File: src/source/boot_seq_fsm.sv
// Boot sequencer FSM holding the microcontroller in reset until a boot request

module boot_seq_fsm #(
    parameter int BOOT_DELAY = 16
) (
    input  logic core_clk,
    input  logic rst_n_i,
    input  logic boot_go_i,
    output logic uc_rst_n_o
);

    localparam int CNT_W = $clog2(BOOT_DELAY + 1);

    typedef enum logic [1:0] {BOOT_IDLE, BOOT_WAIT, BOOT_DONE} boot_state_t;

    boot_state_t      state_q;
    logic [CNT_W-1:0] cnt_q;
    logic             uc_rst_n_q;

    always_ff @(posedge core_clk) begin
        if (!rst_n_i) begin
            state_q    <= BOOT_IDLE;
            cnt_q      <= '0;
            uc_rst_n_q <= 1'b0;
        end else begin
            unique case (state_q)
                BOOT_IDLE: begin
                    if (boot_go_i) begin
                        state_q <= BOOT_WAIT;
                        cnt_q   <= CNT_W'(BOOT_DELAY - 1);
                    end
                end
                BOOT_WAIT: begin
                    // Release lands on the BOOT_DELAY-th edge after the request
                    if (cnt_q == '0) begin
                        state_q    <= BOOT_DONE;
                        uc_rst_n_q <= 1'b1;
                    end else begin
                        cnt_q <= cnt_q - 1'b1;
                    end
                end
                default: begin
                    // Stays released until the next reset
                    state_q <= BOOT_DONE;
                end
            endcase
        end
    end

    assign uc_rst_n_o = uc_rst_n_q;

endmodule

File: config.mk
export PLATFORM = sky130hd
export DESIGN_NAME = boot_seq_fsm
export DESIGN_NICKNAME = d
export VERILOG_FILES = /design/src/source/boot_seq_fsm.sv
export SDC_FILE = /design/constraint.sdc
export NUM_CORES = 1
export LEC_CHECK = 0
export ABC_AREA = 1
export BUFFER_PORTS_ARGS = -buffer_cell sky130_fd_sc_hd__clkbuf_2
export CORE_AREA = 2 2 39 41
export DETAILED_ROUTE_END_ITERATION = 10
export DIE_AREA = 0 0 41 43
export PLACE_DENSITY = 0.43
export SYNTH_ARGS = -nofsm -noshare
export SYNTH_HDL_FRONTEND = slang
export SYNTH_SLANG_ARGS = --single-unit
export TNS_END_PERCENT = 10
File: constraint.sdc
create_clock -name core_clk -period 1.47 [get_ports core_clk]
set_input_delay 0.294 -clock core_clk [delete_from_list [all_inputs] [get_ports core_clk]]
set_output_delay 0.294 -clock core_clk [all_outputs]
set_load 0.01 [all_outputs]
; ---- Word-level counts from Yosys, hierarchy flattened
; Cells that the tools add are included.
[word_totals]
ff_bits = 8
in_bits = 3
[classes]
n_addsub = 1
eq_ne = 4
n_mux = 6
reduce_logical = 6
[op_table]
columns = cell, n
row1 = $mux 5, 2
row2 = $pmux 5 s2, 1
row3 = $ne 2x2->1 const B, 3
row4 = $logic_not 5->1, 1
row5 = $sub 5x1->5 const B, 1
row6 = $mux 2, 2
row7 = $pmux 2 s2, 1
row8 = $reduce_and 2->1, 2
row9 = $reduce_and 3->1, 1
row10 = $eq 2x1->1 const B, 1
row11 = $logic_not 2->1, 1
row12 = $reduce_bool 2->1, 1

; ---- Longest topological paths before layout
; Gate-level depths: netlist (run 1).
[logic_depth]
ltp_word = 3
mapped_depth = 8

; ---- Least setup slack after synthesis (run 1)
; No wires, ideal clock.
[synth_timing]
path_type = register to register
start = reg cnt_q[0]
end = reg cnt_q[2]
arrival_time_ps = 1001
t_required_ps = 1357
setup_slack_ps = 355
path_stages_with_launch = 8
period_less_slack_ps = 1115
cell_sequence = dfxtp_1 -> inv_1 -> ha_1 -> nand3_2 -> nand2_2 -> nand2_2 -> o21ai_1 -> inv_1
[synth_between]
elab_chain_len = 3
elab_cells_between_ends = 6
cone_classes = add/sub: 1 / eq/ne: 1 / mux: 2 / reduce/logical: 2
[synth_lines]
columns = element, line
row1 = "start, declared", 17  ; logic [CNT_W-1:0] cnt_q;
row2 = "start signal, assigned", 30  ; cnt_q <= CNT_W'(BOOT_DELAY - 1);
row3 = "start signal, assigned", 39  ; cnt_q <= cnt_q - 1'b1;
row4 = $sub 5x1->5 or $logic_not 5->1 (tied branches), "39, 35"
row5 = $mux 5 or $ne 2x2->1 (tied branches), n/a
row6 = $pmux 5 s2 or $reduce_and 3->1 (tied branches), n/a
; Several ways; a longest one is shown, not always the timed one. The select of a mux whose other input is x is not followed.
; A chain may end at the register's enable or synchronous reset.

; ---- Final worst setup path (run 1)
; Same ends and word-level chain as after synthesis.

==> qor.yml, run 1 <==
sta:
  tightestPinTransition_ns: 0.187
  drv_slew: 0
  skew_ns: 0.00515
  hold_viol: 0
  tns_ns: 0
  period_minus_slack_ns: 1.23
  setup_viol: 0
  holdWs_ns: 0.327
  rsz0062_at_grt: "false"
  relSlewSlack: 0.875
  timing.final.crit_share: 0.837
  fmax_mhz: 813
  fin_ws_ns: 0.239
pwr:
  p_int_uw: 417
  leakage_uw: 0.000212
  sw_frac_of_total: 0.342
  p_switching_uw: 217
  pwr-share-seq: 0.430
  p_clk_frac: 0.262
  power_uw: 634
  powerDensity_mw_per_mm2: 1370
  peakVddDrop_mv: 0.563
  power_frac_comb: 0.308
clocking:
  cts_tree: "yes"
  cts.root.buffer_cell: "clkbuf_4"
  clkTransAtPathRegs_ns: 0.05
  postCtsSetupBuffers: 0
  cts_resized: 0
  cts_buffer_depth: 2
  numCtsBuffers: 3
  numClockSinks: 8
  clkLatencyLatePin_ns: 0.25
  cts_hold_buf: 0
  ctsHtreeMaxLevel: 1
floorplan:
  ios: 4
  die_w_um: 41
  start_util: 0.293
  rows: 14
  core_area_mm2: 0.00138
  fp.dieArea_mm2: 0.00176
  die_y_um: 43
place:
  place_area_um2: 440
  pre_cts_ws_ns: 0.245
  hpwl_um: 600
  port_buffers: 3
  gp_congestion: 0.745
global_route:
  grt_pass1_vias: 334
  grt_start_max_net_pins: 8
  grt_overflow_total: 0
  grt_usage: 0.119
  antenna_found_initial: 0
  grt_pass1_wl_um: 1300
drt:
  route.detailed.drc: 0
  drt_wl_total_um: 736
  drtAntennaViolNets: 0
  first_pass_iters: 2
  via_count: 357
  drtIter0Drc: 2
  routedWlPerCell_um: 9.44
  vias_per_cell: 4.58
yosys:
  synth_top_area_share: 0.395
  synth_top_cell_by_area: "dfxtp_1"
  yosysSeqAreaShare: 0.395
  synth_warnings: 0
  netlist_area_um2: 405
  synth_area_per_cell_um2: 7.24
  synthesis.nets: 60
  yosys-top-cells-area: "dfxtp_1 (40%), inv_1 (10%), nand2_1 (7.4%)"
  ys_types: 15
  ys_ff_latch: 8
  syn-instance-count: 56
finish:
  areaGrowthSynthToFinish_pct: 14.2
  final_cell_mix: "inv_1 (11), nand2_1 (8), dfxtp_1 (8)"
  nets: 68
  n_fill_cell: 158
  drive_gt1_frac: 0.226
  design_area_um2: 463
  diodes: 0
  final_common_cell: "inv_1"
critical_path:
  crit_type: "flop to flop"
  critPathLaunchType: "flop"
  path_cells: "inv_1, ha_1, nand3_2, nand2_2, nand2_2, o21ai_1, inv_1"
  critical_path.endpoint_type: "flop"
  rr_worst_depth: 7
  critical_path.max_stage_delay_ns: 0.30
  cp.required_ns: 1.62
  slowest_stage: "dfxtp_1"
  crit_arrival_ns: 1.38
  cp_max_fo: 5
min_path:
  hold_class: "primary input to flop"
  min_path_cells: 3
status:
  status: "complete, no violations"
job:
  cap_violations: 0
-- cells by family after synthesis --
family	share of synthesized area
buffers and inverters	0.102
adders and majority gates	0.0309
and+or+nand+nor	0.333
AOI/OAI and AO/OA	0.139
DFF	0.395
-- synth_stat cells --
master / count
inv_1: 11
dfxtp_1: 8
nand2_1: 8
nor2_1: 6
a21oi_1: 4
nand3_1: 4
o21ai_0: 3
nand2_2: 2
nand3_2: 2
nor2_2: 2
o21ai_1: 2
a21boi_2: 1
ha_1: 1
nand4_1: 1
nor2_4: 1
-- power groups by stage --
stage	sequential (uW)	clock (uW)	combinational, uW
floorplan	274	0	161
global placement	279	0	199
detailed placement	277	0	199
CTS	273	174	199
global route	277	195	225
finish	272	166	195
-- layout make-up --
class / count / area (um2) / area share
well taps: 16 / 20.0 / 0.0432
repair buffers: 3 / 15.0 / 0.0324
flip-flops and latches: 8 / 160 / 0.346
multi-input cells: 37 / 204 / 0.441
clock buffers: 3 / 22.5 / 0.0486
inverters: 11 / 41.3 / 0.0892
-- stage by stage --
| stage | utilization | std cells |
|---|---|---|
| floorplan | - | 56 |
| global placement | 0.318 | 75 |
| detailed placement | 0.318 | 75 |
| CTS | 0.335 | 78 |
| global route | 0.335 | 78 |
| finish | 0.335 | 78 |
-- layer usage --
metal / global-route usage / routed length [um] / vias to the layer above
li1: - / - / 192
met1: 0.146 / 350 / 156
met2: 0.144 / 325 / 5
met3: 0.0314 / 27 / 4
met4: 0.140 / 33 / 0
met5: 0 / 0 / -
-- sequential cells by signal, indices dropped and copies added (netlist names) --
signal and count:
cnt_q 5, state_q 2, uc_rst_n_o 1
-- worst max-delay path, delay by kind of cell (launching register included) --
kind                       cells  cell delay, ns
and+or+nand+nor                3            0.29
buffers and inverters          2            0.16
AOI/OAI and AO/OA              1            0.12
DFF                            1            0.30
adders and majority gates      1            0.25
-- worst paths after layout --
check / from / end / slack [ns]
min: rst_n_i / cnt_q[4] / 0.33
max: cnt_q[0] / cnt_q[2] / 0.24
min reg2reg: uc_rst_n_o / uc_rst_n_o / 0.45
max reg2reg: cnt_q[0] / cnt_q[2] / 0.24
Note: power is estimated with default switching activity, not from simulation.
==> run 2, diff against run 1 <==
--- a/config.mk
+++ b/config.mk
@@ -10,7 +10,7 @@
 export CORE_AREA = 2 2 39 41
 export DETAILED_ROUTE_END_ITERATION = 10
 export DIE_AREA = 0 0 41 43
-export PLACE_DENSITY = 0.43
+export PLACE_DENSITY = 0.44
 export SYNTH_ARGS = -nofsm -noshare
 export SYNTH_HDL_FRONTEND = slang
 export SYNTH_SLANG_ARGS = --single-unit
==> constraint.sdc (replaced) <==
create_clock -name core_clk -period 1.1 [get_ports core_clk]
set_input_delay 0.22 -clock core_clk [delete_from_list [all_inputs] [get_ports core_clk]]
set_output_delay 0.22 -clock core_clk [all_outputs]
set_load 0.01 [all_outputs]
==> run 2 against run 1 <==
  * Wire length rose by 6.4%
  * Register-to-register slack got worse by 0.19 ns
  * Sequential share of layout area fell by 2.5 points
  * Via count fell by 0.28%
  * Critical path depth fell by 2
  * Combinational power rose by 68%
  * Largest cell class unchanged
  * Highest routed layer is now met3
==> qor.yml, run 2 (same netlist as run 1, synthesis figures left out) <==
status:
  status: "complete, no violations"
min_path:
  whs_endpoint: "cnt_q[1]"
  min_path_cells: 3
  hold_class: "primary input to flop"
  hp-start: "rst_n_i"
drt:
  drt_wl_total_um: 783
  first_pass_iters: 3
  vias_per_cell: 4.51
  drtAntennaViolNets: 0
  route.detailed.drc: 0
  via_count: 356
  routedWlPerCell_um: 9.91
  drtIter0Drc: 3
finish:
  largest_register_ffs: 5
  diodes: 0
  areaGrowthSynthToFinish_pct: 25.0
  final_cell_mix: "inv_1 (9), nand2_1 (8), nor2_1 (6), dfxtp_1 (6)"
  instances_no_fill: 79
  drive_gt1_frac: 0.333
  n_fill_cell: 148
  final_common_cell: "inv_1"
  final_core_util: 0.366
  nets: 69
  top_register: "cnt_q"
pwr:
  p_switching_uw: 330
  leakage_uw: 0.000224
  peakVddDrop_mv: 0.708
  powerDensity_mw_per_mm2: 1830
  sw_frac_of_total: 0.355
  power_frac_comb: 0.353
  p_int_uw: 599
  p_clk_frac: 0.242
  pwr-share-seq: 0.405
job:
  cap_violations: 0
sta:
  hold_viol: 0
  tightestPinTransition_ns: 0.234
  relSlewSlack: 0.844
  drv_slew: 0
  holdWs_ns: 0.252
  rsz0062_at_grt: "true"
  setup_viol: 0
  period_minus_slack_ns: 1.05
  tns_ns: 0
  fin_ws_ns: 0.0478
  fmax_mhz: 950
  skew_ns: 0.00456
  timing.final.crit_share: 0.957
critical_path:
  worst-r2r-setup-slack_ns: 0.05
  cp_max_fo: 5
  slowest_stage: "dfxtp_2"
  path_cells: "inv_2, ha_4, nand3_4, a21boi_2, a21oi_1"
  crit_arrival_ns: 1.18
  critPathBufInv: 1
  critPathLaunchType: "flop"
  rr_endpoint: "cnt_q[1]"
  critPathTopFamily: "flip-flops"
  rr_worst_depth: 5
  cp.required_ns: 1.23
  critical_path.max_stage_delay_ns: 0.32
  crit_type: "flop to flop"
  rr_startpoint: "cnt_q[1]"
  critical_path.endpoint_type: "flop"
global_route:
  grt_pass1_vias: 335
  antenna_found_initial: 0
  grt_overflow_total: 0
  grt_start_max_net_pins: 8
  grt_usage: 0.111
  grt_pass1_wl_um: 1290
floorplan:
  die_w_um: 41
  ios: 4
  core_area_mm2: 0.00138
  die_y_um: 43
  start_util: 0.293
  fp.dieArea_mm2: 0.00176
  rows: 14
clocking:
  numClockSinks: 8
  clkTransAtPathRegs_ns: 0.05
  cts.root.buffer_cell: "clkbuf_4"
  cts_tree: "yes"
  numCtsBuffers: 3
  ctsHtreeMaxLevel: 1
  cts_hold_buf: 0
  postCtsSetupBuffers: 0
  clkLatencyLatePin_ns: 0.25
  cts_buffer_depth: 2
place:
  pre_cts_ws_ns: -0.0409
  port_buffers: 3
  place_inst: 76
  gp_congestion: 0.738
  hpwl_um: 594
[run 2: changes by cell type in the layout (fill, tap and decap cells not counted), moves of 2 or more]
| cell | change |
|---|---|
| dfxtp_1 | -2 |
| dfxtp_2 | +2 |
| inv_1 | -2 |
| inv_2 | +2 |
[run 2: per-layer routing]
metal	vias up	global-route usage	wire length (um)
met5	-	0	0
met4	0	0.0400	0
met3	0	0.0628	45
met2	6	0.153	362
met1	157	0.141	375
li1	193	-	-
[run 2: cell type report]
cell class | instances | area (um2) | area share
clock buffer | 3 | 22.5 | 0.0444
inverter | 11 | 41.3 | 0.0815
multi-input combinational | 37 | 238 | 0.469
sequential | 8 | 163 | 0.321
tap | 16 | 20.0 | 0.0395
timing repair buffer | 4 | 22.5 | 0.0444
[run 2: how the worst max path moves through the flow]
stage | cells past startpoint | to | start
3_3_place_gp | 7 | cnt_q[2] | cnt_q[1]
5_1_grt | 7 | cnt_q[0] | cnt_q[1]
2_1_floorplan | 7 | cnt_q[2] | cnt_q[0]
3_5_place_dp | 7 | cnt_q[2] | cnt_q[1]
6_report | 5 | cnt_q[1] | cnt_q[1]
4_1_cts | 8 | cnt_q[2] | cnt_q[0]
[run 2: repair_timing]
item	in CTS	in global routing
resized for setup	3	7
endpoints found under the setup margin	4	4
pin swaps	0	1
[run 2: stage by stage]
step,cell area (um2),power (uW)
after floorplan,408,585
after global placement,450,654
after detailed placement,450,649
after CTS,483,901
after global routing,507,1010
final,507,930
[run 2: worst register-to-register path, stage by stage, from the launching register on]
cell and delay [ns]:
dfxtp_2 0.32, inv_2 0.07, ha_4 0.17, nand3_4 0.10, a21boi_2 0.19, a21oi_1 0.08
[run 2: power groups by stage]
stage,clock network (uW),logic [uW],registers (uW)
floorplan,0,218,367
global placement,0,282,372
detailed placement,0,277,372
CTS,238,296,368
global route,251,376,384
finish,225,328,377
