<file path="config.mk">
export PLATFORM = sky130hd
export DESIGN_NAME = ahb_addr_decoder
export DESIGN_NICKNAME = d
export VERILOG_FILES = /design/src/source/soc_ifc_pkg.sv /design/src/source/ahb_addr_decoder.sv
export SDC_FILE = /design/constraint.sdc
export NUM_CORES = 1
export LEC_CHECK = 0
export BUFFER_PORTS_ARGS = -buffer_cell sky130_fd_sc_hd__clkbuf_2
export CAP_MARGIN = 25
export CORE_AREA = 2 2 56 58
export DETAILED_ROUTE_END_ITERATION = 8
export DIE_AREA = 0 0 58 60
export GPL_TIMING_DRIVEN = 1
export HOLD_SLACK_MARGIN = 0.05
export PLACE_DENSITY_LB_ADDON = 0.3
export RECOVER_POWER = 100
export SLEW_MARGIN = 30
export SYNTH_ARGS = -nofsm -noshare
export SYNTH_HDL_FRONTEND = slang
export SYNTH_SLANG_ARGS = --single-unit
</file>
<file path="constraint.sdc">
create_clock -name core_clk -period 1.8 [get_ports core_clk]
set_input_delay 0.09 -clock core_clk [delete_from_list [all_inputs] [get_ports core_clk]]
set_output_delay 0.09 -clock core_clk [all_outputs]
set_load 0.05 [all_outputs]
</file>
<file path="src/source/soc_ifc_pkg.sv">
// Bus widths, address map, mailbox register offsets and bus structs for the SoC interface

package soc_ifc_pkg;

    // Bus widths
    localparam int ADDR_W = 32;
    localparam int DATA_W = 32;
    localparam int USER_W = 8;

    // Address map, compared against the upper halfword of haddr
    localparam logic [15:0] LMEM_BASE = 16'h0000;
    localparam logic [15:0] MBOX_BASE = 16'h3000;

    // Mailbox register byte offsets
    localparam logic [3:0] REG_CMD  = 4'h0;
    localparam logic [3:0] REG_DATA = 4'h4;
    localparam logic [3:0] REG_RESP = 4'h8;
    localparam logic [3:0] REG_BOOT = 4'hC;

    localparam logic [1:0] HTRANS_NONSEQ = 2'b10;

    // --------------------
    // Bus structs
    typedef struct packed {
        logic [ADDR_W-1:0] paddr;
        logic              psel;
        logic              penable;
        logic              pwrite;
        logic [DATA_W-1:0] pwdata;
        logic [USER_W-1:0] pauser;
    } apb_req_t;

    typedef struct packed {
        logic              pready;
        logic              pslverr;
        logic [DATA_W-1:0] prdata;
    } apb_rsp_t;

    // Address phase only, hwdata travels on its own
    typedef struct packed {
        logic [ADDR_W-1:0] haddr;
        logic [1:0]        htrans;
        logic              hwrite;
    } ahb_req_t;

    typedef struct packed {
        logic [DATA_W-1:0] hrdata;
        logic              hreadyout;
        logic              hresp;
    } ahb_rsp_t;

    // SEQ shares the upper htrans bit with NONSEQ
    function automatic logic htrans_valid(input logic [1:0] htrans);
        return (htrans & HTRANS_NONSEQ) == HTRANS_NONSEQ;
    endfunction

endpackage

</file>
<file path="src/source/ahb_addr_decoder.sv">
// AHB-lite address decoder with default error slave and data-phase response mux

module ahb_addr_decoder (
    input  logic                  core_clk,
    input  logic                  rst_n_i,
    input  soc_ifc_pkg::ahb_req_t ahb_req_i,
    output soc_ifc_pkg::ahb_rsp_t ahb_rsp_o,
    output logic                  hready_o,
    output logic                  lmem_sel_o,
    output logic                  mbox_sel_o,
    input  soc_ifc_pkg::ahb_rsp_t lmem_rsp_i,
    input  soc_ifc_pkg::ahb_rsp_t mbox_rsp_i
);
    import soc_ifc_pkg::*;

    typedef enum logic [1:0] {DP_NONE, DP_LMEM, DP_MBOX, DP_DEF} dp_owner_t;
    typedef enum logic {DEF_FIRST, DEF_SECOND} def_state_t;

    dp_owner_t  dp_owner_q;
    def_state_t def_state_q;
    logic       addr_valid;

    // Address phase decode
    assign lmem_sel_o = (ahb_req_i.haddr[ADDR_W-1:16] == LMEM_BASE);
    assign mbox_sel_o = (ahb_req_i.haddr[ADDR_W-1:16] == MBOX_BASE);
    assign addr_valid = htrans_valid(ahb_req_i.htrans);
    assign hready_o   = ahb_rsp_o.hreadyout;

    // Owner of the next data phase, captured when the bus is ready
    always_ff @(posedge core_clk) begin
        if (!rst_n_i) begin
            dp_owner_q <= DP_NONE;
        end else if (hready_o) begin
            if (!addr_valid) begin
                dp_owner_q <= DP_NONE;
            end else if (lmem_sel_o) begin
                dp_owner_q <= DP_LMEM;
            end else if (mbox_sel_o) begin
                dp_owner_q <= DP_MBOX;
            end else begin
                dp_owner_q <= DP_DEF;
            end
        end
    end

    // --------------------
    // Default slave, first error cycle stalls and second one completes
    always_ff @(posedge core_clk) begin
        if (!rst_n_i) begin
            def_state_q <= DEF_FIRST;
        end else if (dp_owner_q == DP_DEF && def_state_q == DEF_FIRST) begin
            def_state_q <= DEF_SECOND;
        end else begin
            def_state_q <= DEF_FIRST;
        end
    end

    // Response back to the master
    always_comb begin
        unique case (dp_owner_q)
            DP_LMEM: ahb_rsp_o = lmem_rsp_i;
            DP_MBOX: ahb_rsp_o = mbox_rsp_i;
            DP_DEF: begin
                ahb_rsp_o.hrdata    = '0;
                ahb_rsp_o.hreadyout = (def_state_q == DEF_SECOND);
                ahb_rsp_o.hresp     = 1'b1;
            end
            default: begin
                ahb_rsp_o.hrdata    = '0;
                ahb_rsp_o.hreadyout = 1'b1;
                ahb_rsp_o.hresp     = 1'b0;
            end
        endcase
    end

endmodule

</file>
Word-level counts from Yosys, hierarchy flattened
Cells that the tools add are included.
- register bits: 3
- input bits: 105
- logic and storage cells: 14
- eq/ne operators: 4
- mux-type cells: 5
- bitwise gates (word level): 1
- reduce and logical (&&, ||, !) cells: 2
- operators with widths (kind ; number):
    one-hot mux 34 bit (3 select lines) ; 1
    equality test 16 x 14 -> 1 bit, second input constant ; 1
    logical NOT 16 bit ; 1
    equality test 2 bit, second input constant ; 2
    2-to-1 mux 2 bit ; 2
    equality test 2 x 1 -> 1 bit, second input constant ; 1
    2-to-1 mux 1 bit ; 2
    logical AND 1 bit ; 1
    NOT 1 bit ; 1

Depth between registers and ports, before layout
Gate-level depths: netlist (run 1).
- depth after elaboration: 4
- mapped depth: 5

Worst setup path before layout (run 1)
No wires, ideal clock.
- path kind: flip-flop to output port
- from: register dp_owner_q[1]
- to: output ahb_rsp_o[1] (netlist name)
- arrival: 1901 ps
- path slack: -191 ps
- stages on the path, launching flop included: 6
- cells stage by stage: dfxtp_1 > nor2b_4 > buf_6 > buf_8 > a21oi_1 > buf_4
- cells in the longest elaborated chain, start to end: 2
- RTL lines (item ; line ; source):
    from (decl) ; ahb_addr_decoder.sv:19 ; dp_owner_t dp_owner_q;
    from (signal assigned) ; ahb_addr_decoder.sv:32 ; dp_owner_q <= DP_NONE;
    from (signal assigned) ; ahb_addr_decoder.sv:35 ; dp_owner_q <= DP_NONE;
    from (signal assigned) ; ahb_addr_decoder.sv:37 ; dp_owner_q <= DP_LMEM;
    equality test 2 bit / equality test 2 x 1 -> 1 bit (equally long branches) ; ahb_addr_decoder.sv:60 ; unique case (dp_owner_q)
    one-hot mux 34 bit (3 select lines) * ; ahb_addr_decoder.sv:60 ;
    to (decl) ; ahb_addr_decoder.sv:7 ; output soc_ifc_pkg::ahb_rsp_t ahb_rsp_o,
Every way passes the cells marked *; elsewhere a longest branch is shown, timed or not.

==> impl_results.md, run 1 <==
- Crit path DAT: 1.58 ns
- IO Port Bufs: 123
- Starting Density: between 20% and 30%
- Worst clock skew: 0.00231 ns
- Ant diodes: 0
- GR Overflow Total: 0
- Final HPWL DP: between 2000 and 2500 µm
- Synth area leaders: a22o_1 42%, dfxtp_1 9.8%, buf_6 7.4%
- P per Cell Area: 679 nW/µm²
- Sequential share of the synthesized area: 9.82%
- Setup_tns: 0 ns
- EDFF count, synth: 0
- Synth Register Bits: 3
- Reg clk slew, reported paths: 0.04 ns
- P&R area growth vs syn: 101%
- Area share of the largest cell type after synthesis: between 40% and 50%
- Clock share of power: around 15%
- Pint: 0.000360 W
- Root Buffer: clkbuf_4
- WL/cell: 11.8 µm
- Multi-input gate area: 445 µm²
- Psw: between 0.0004 and 0.0005 W
- Antenna violations before repair: 0
- Peak supply drop: 0.397 mV
- Io pins: roughly 140
- Design Power: 0.000835 W
- Post-synth top area cell: a22o_1
- Status: finished, final reports clean
- CTS tree: done
- Total global-route track usage: 13.0%
- Syn avg cell area: 9.27 µm²
- Top-count cell post-synth: a22o_1
- Yosys cell types: 23
- Layout cells sized above 1: 71.0%
- Commonest cells in the synthesized netlist: 29 x a22o_1, 4 x buf_6, 4 x nor4_1
- Antenna violation net count after detailed routing: 0
- Final hold violation count: 0
- Mapped cell area: 612 µm²
- Final hold slack: around 0.12 ns
- Vias/cell: between 4 and 5
- Drt drc: 0
- Register area: 60.1 µm²
- End-of-flow core utilization: 42.3%
- Total wire length: 2580 µm
- Fin nets: 292
- CTS H-tree lvls: 1
- Worst rel slew slack: 60.1%
- Pleak: 0.748 nW
- # fillers: 309
- Worst-Margin Slew: 0.602 ns
- Routed vias: between 1,000 and 1,500
- Switching share of power: 56.9%
- Mapped Nets: 171
- Setup violators final: 0
- Max-slew violation count: 0
- First-pass GRT wire length: 3530 µm
- Asr flop ratio synth: 0%
- Crit path max fanout: 32
- Worst endpoint required time: 1.71 ns
- Die height: 60 µm
- Fmax: 600 MHz
- TritonCTS Sinks: 3
- Post-Syn Instances: 66
- Yosys warns: 0
- Setup Fix Bufs, Post-CTS: 0
- Critical path type: flop to output port
- DR iter-0 viols: 52
- Worst skew pair latency: 0.24 ns
- Clk buf depth: 2
- Cts bufs inserted: 3
- Final period util: 92.7%
- Largest net degree at the start of global routing: 33
- Die width: 58 µm
- Routability cong.: 0.823
- Main synth FF type: dfxtp_1
- Gate power share: 75.7%
- Max Cap Viol: 0
- Core area: 2900 µm²
- Vias in the first global route: 833
- Sequential share of power: 9.6%
- CP Launch Type: flop
- Router iterations before antenna repair: 4
- RSZ-0062 raised after global routing: false
- Die ar.: approximately 3500 µm²
- CP endpoint kind: output port
- Min cycle time layout: 1.67 ns
- Row count: 20
- Worst Hold Class: input port to flop
[worst max-delay path, cell delays in order (launching register included)]
cell	delay, ns
dfxtp_1	0.44
nor2b_4	0.25
buf_12	0.20
a22o_1	0.17
clkbuf_2	0.27
[kinds of logic (layout without fill, tap and decap cells)]
family	count (synthesis)	count (layout)	synth area share [%]
multiplexers	1	1	1.64
buffers and inverters	10	130	17.4
AO/OA/AOI/OAI	38	38	54.2
flip-flops	3	3	9.82
AND/OR/NAND/NOR	14	14	17.0
[cell type report]
cell class | count | share of cell area [%]
timing repair buffer | 125 | 53.1
multi-input combinational | 53 | 36.3
inverter | 1 | 0.305
sequential | 3 | 4.89
clock buffer | 4 | 2.14
tap | 33 | 3.36
[registers in the layout, summed over array words and instances, names as in the netlist]
| name | count |
|---|---|
| def_state_q | 1 |
| dp_owner_q | 2 |
[metal layers]
metal  track usage, %  vias to the layer above  share of wire [%]
met5                0                        -                  0
met1             13.3                      442                 36
met2             25.8                       68                 51
met4             3.99                        0               0.58
li1                 -                      520                  -
met3             3.03                        2                 12
[placed cells by master (no fill, tap or decap)]
cell,synthesis,layout
nor4bb_1,1,1
o31ai_2,1,1
mux2i_1,1,1
nor4_1,4,4
dfxtp_1,3,3
clkbuf_4,0,3
o2bb2ai_1,1,1
nor2_1,2,2
and4_1,2,2
a41oi_1,1,1
nand2_1,1,1
and4b_2,1,1
a21oi_1,2,2
a22o_2,3,3
buf_12,0,2
clkbuf_2,0,120
clkbuf_1,0,4
nor2b_2,0,1
nor2b_4,1,1
a22o_1,29,29
inv_1,1,1
and2_0,0,1
a21o_1,1,1
[power by group through the flow]
stage,sequential (W),combinational [W],clock [W]
2_1_floorplan,0.0000792,0.000477,0
3_3_place_gp,0.0000814,0.000640,0
3_5_place_dp,0.0000814,0.000641,0
4_1_cts,0.0000802,0.000641,0.000125
5_1_grt,0.0000814,0.000665,0.000132
6_report,0.0000798,0.000632,0.000123
[per-stage QoR]
step	worst slack [ns]	instance area, µm²	cells
final	0.132	1230	219
after floorplan	0.170	616	66
after CTS	0.0960	1240	219
after global placement	0.347	1210	215
after global routing	0.0109	1230	219
after detailed placement	0.342	1210	215
[timing repair]
| item | 4_1_cts | 5_1_grt |
|---|---|---|
| hold buffers | 0 | 0 |
| setup endpoints to repair | 0 | 1 |
| gates resized for setup | 0 | 1 |
[final timing paths]
path / from / endpoint / slack, ns / cells past startpoint
max: dp_owner_q[1] / ahb_rsp_o[28] / 0.13 / 4
min: rst_n_i / dp_owner_q[0] / 0.12 / 2
max reg2reg: dp_owner_q[1] / dp_owner_q[1] / 0.69 / 3
min reg2reg: def_state_q / def_state_q / 0.60 / 1
Power figures use the tool's default switching activity.
==> run 2: changes to the inputs <==
--- a/config.mk
+++ b/config.mk
@@ -12,8 +12,9 @@
 export DIE_AREA = 0 0 58 60
 export GPL_TIMING_DRIVEN = 1
 export HOLD_SLACK_MARGIN = 0.05
-export PLACE_DENSITY_LB_ADDON = 0.3
+export PLACE_DENSITY = 0.74
 export RECOVER_POWER = 100
+export SKIP_CTS_REPAIR_TIMING = 1
 export SLEW_MARGIN = 30
 export SYNTH_ARGS = -nofsm -noshare
 export SYNTH_HDL_FRONTEND = slang
==> run 2 against run 1 <==
Sequential share of layout area about the same. Utilization down 0.26 points. Hold slack better by 0.023 ns. Wire length up 1.5%. Sequential power up 0.5%. Critical path type unchanged. Largest cell class unchanged. Largest power group unchanged.
==> impl_results.md, run 2 (synthesis gave the netlist of run 1 again) <==
- Status: finished, final reports clean
- Worst clock skew: ~0.0015 ns
- Antenna violations before repair: 0
- Sequential share of power: 9.7%
- GR Overflow Total: 0
- DR iter-0 viols: 40
- Crit path to: ahb_rsp_o[7]
- CP Launch Type: flop
- Worst rel slew slack: 60.3%
- Total wire length: between 2000 and 3000 µm
- Vias in the first global route: 919
- Final period util: between 90 and 100%
- Crit path max fanout: 22
- Setup_tns: 0 ns
- Delay-heaviest family, CP: buffers and inverters
- Psw: about 0.00047 W
- Pleak: 0.755 nW
- Largest registers: dp_owner_q (2), def_state_q (1)
- Setup violators final: 0
- Crit. path cell count: 4
- Final hold violation count: 0
- CP endpoint kind: output port
- Worst endpoint required time: 1.71 ns
- FF-to-FF Start: dp_owner_q[1]
- Worst Hold Class: input port to flop
- Drt drc: 0
- Root Buffer: clkbuf_4
- P per Cell Area: around 670 nW/µm²
- Reg2reg path depth: 4
- Total global-route track usage: 13.0%
- Worst-Margin Slew: approximately 0.60 ns
- Gate power share: 76.2%
- R2r endpoint: dp_owner_q[0]
- Largest net degree at the start of global routing: 23
- Core area: between 2000 and 3000 µm²
- WL/cell: 11.8 µm
- Switching share of power: ~57%
- Layout cells sized above 1: 71.8%
- TritonCTS Sinks: 3
- Final HPWL DP: ~2300 µm
- Slowest stage cell, crit path: dfxtp_1
- Antenna violation net count after detailed routing: 0
- Clk buf depth: 2
- Clock share of power: ~14%
- Max-slew violation count: 0
- IO Port Bufs: 123
- Router iterations before antenna repair: 4
- Max reg flops: 2
- RSZ-0062 raised after global routing: false
- Most frequent cells in the layout: 120 x clkbuf_2, 29 x a22o_1, 4 x nor4_1, 4 x clkbuf_1, 4 x buf_4
- WP buf/inv: 2
- Biggest register: dp_owner_q
- Vias/cell: 4.74
- Max Cap Viol: 0
- Min cycle time layout: roughly 1.7 ns
- First-pass GRT wire length: 3540 µm
- Critical-path cell list: nor2b_4 > buf_4 > a22o_1 > clkbuf_2
- Die width: 58 µm
- Final hold slack: 0.140 ns
- Design Power: 0.000824 W
- # fillers: 320
- Starting Density: 21.1%
- CTS H-tree lvls: 1
- Peak supply drop: between 0.3 and 0.4 mV
- CP startpoint: dp_owner_q[1]
- Fin nets: 294
- Die ar.: 3480 µm²
- Pint: 0.000356 W
- Critical path's largest stage delay: 0.44 ns
- CTS tree: done
- Crit path DAT: 1.58 ns
- Row count: 20
- Reg2Reg Setup Slack: 0.56 ns
- Cts bufs inserted: 3
- Ant diodes: 0
- Most common cell after layout, fill and taps aside: clkbuf_2
- Routed vias: 1,048
- Reg clk slew, reported paths: 0.03 ns
- Die height: 60 µm
- P&R area growth vs syn: 99.6%
- Worst skew pair latency: 0.23 ns
- Fmax: 599 MHz
- Worst hold path depth: 2
- Critical path type: flop to output port
- Routability cong.: around 0.72
- Io pins: 142
run 2: changes by cell type in the layout (fill, tap and decap cells not counted), sizes merged:
cell and change:
buf +2
run 2: how the worst min path moves through the flow:
stage	from	endpoint	slack, ns
detailed placement	rst_n_i	dp_owner_q[0]	0.38
global route	rst_n_i	dp_owner_q[0]	0.14
finish	rst_n_i	dp_owner_q[0]	0.14
CTS	rst_n_i	dp_owner_q[0]	0.14
floorplan	rst_n_i	dp_owner_q[0]	0.21
global placement	rst_n_i	dp_owner_q[0]	0.36
run 2: metrics by stage:
step                util [%]  setup slack, ns  area [µm²]  cells
finish                  42.1            0.130        1220    221
global route            42.1           0.0115        1220    221
CTS                     42.3            0.108        1230    221
detailed placement      41.4            0.356        1200    217
global placement        41.4            0.369        1200    217
floorplan                  -            0.170         616     66
run 2: routing by layer:
layer  global-route usage (%)  up-vias  routed length, µm
met5                        0        -                  0
met4                     4.98        0                 20
met3                     3.46        4                393
met2                     25.6       80               1300
met1                     12.7      442                897
li1                         -      522                  -
run 2: final cells by class:
cell class,instances,area (µm²),area share [%]
well taps,33,41.3,3.38
flip-flops and latches,3,60.1,4.92
clock buffers,4,26.3,2.15
inverters,1,3.75,0.307
multi-input cells,53,448,36.7
repair buffers,127,642,52.6
run 2: worst reg2reg max path, cell delays in order, from the launching register on:
cell	delay [ns]
dfxtp_1	0.44
nor2b_4	0.19
buf_4	0.25
a21o_1	0.18
o2bb2ai_1	0.07
run 2: power groups by stage:
stage | Clock (W) | Combinational [W] | Sequential [W]
final | 0.000116 | 0.000628 | 0.0000802
after global placement | 0 | 0.000631 | 0.0000813
after detailed placement | 0 | 0.000633 | 0.0000815
after floorplan | 0 | 0.000477 | 0.0000792
after CTS | 0.000122 | 0.000634 | 0.0000805
after global routing | 0.000131 | 0.000660 | 0.0000817
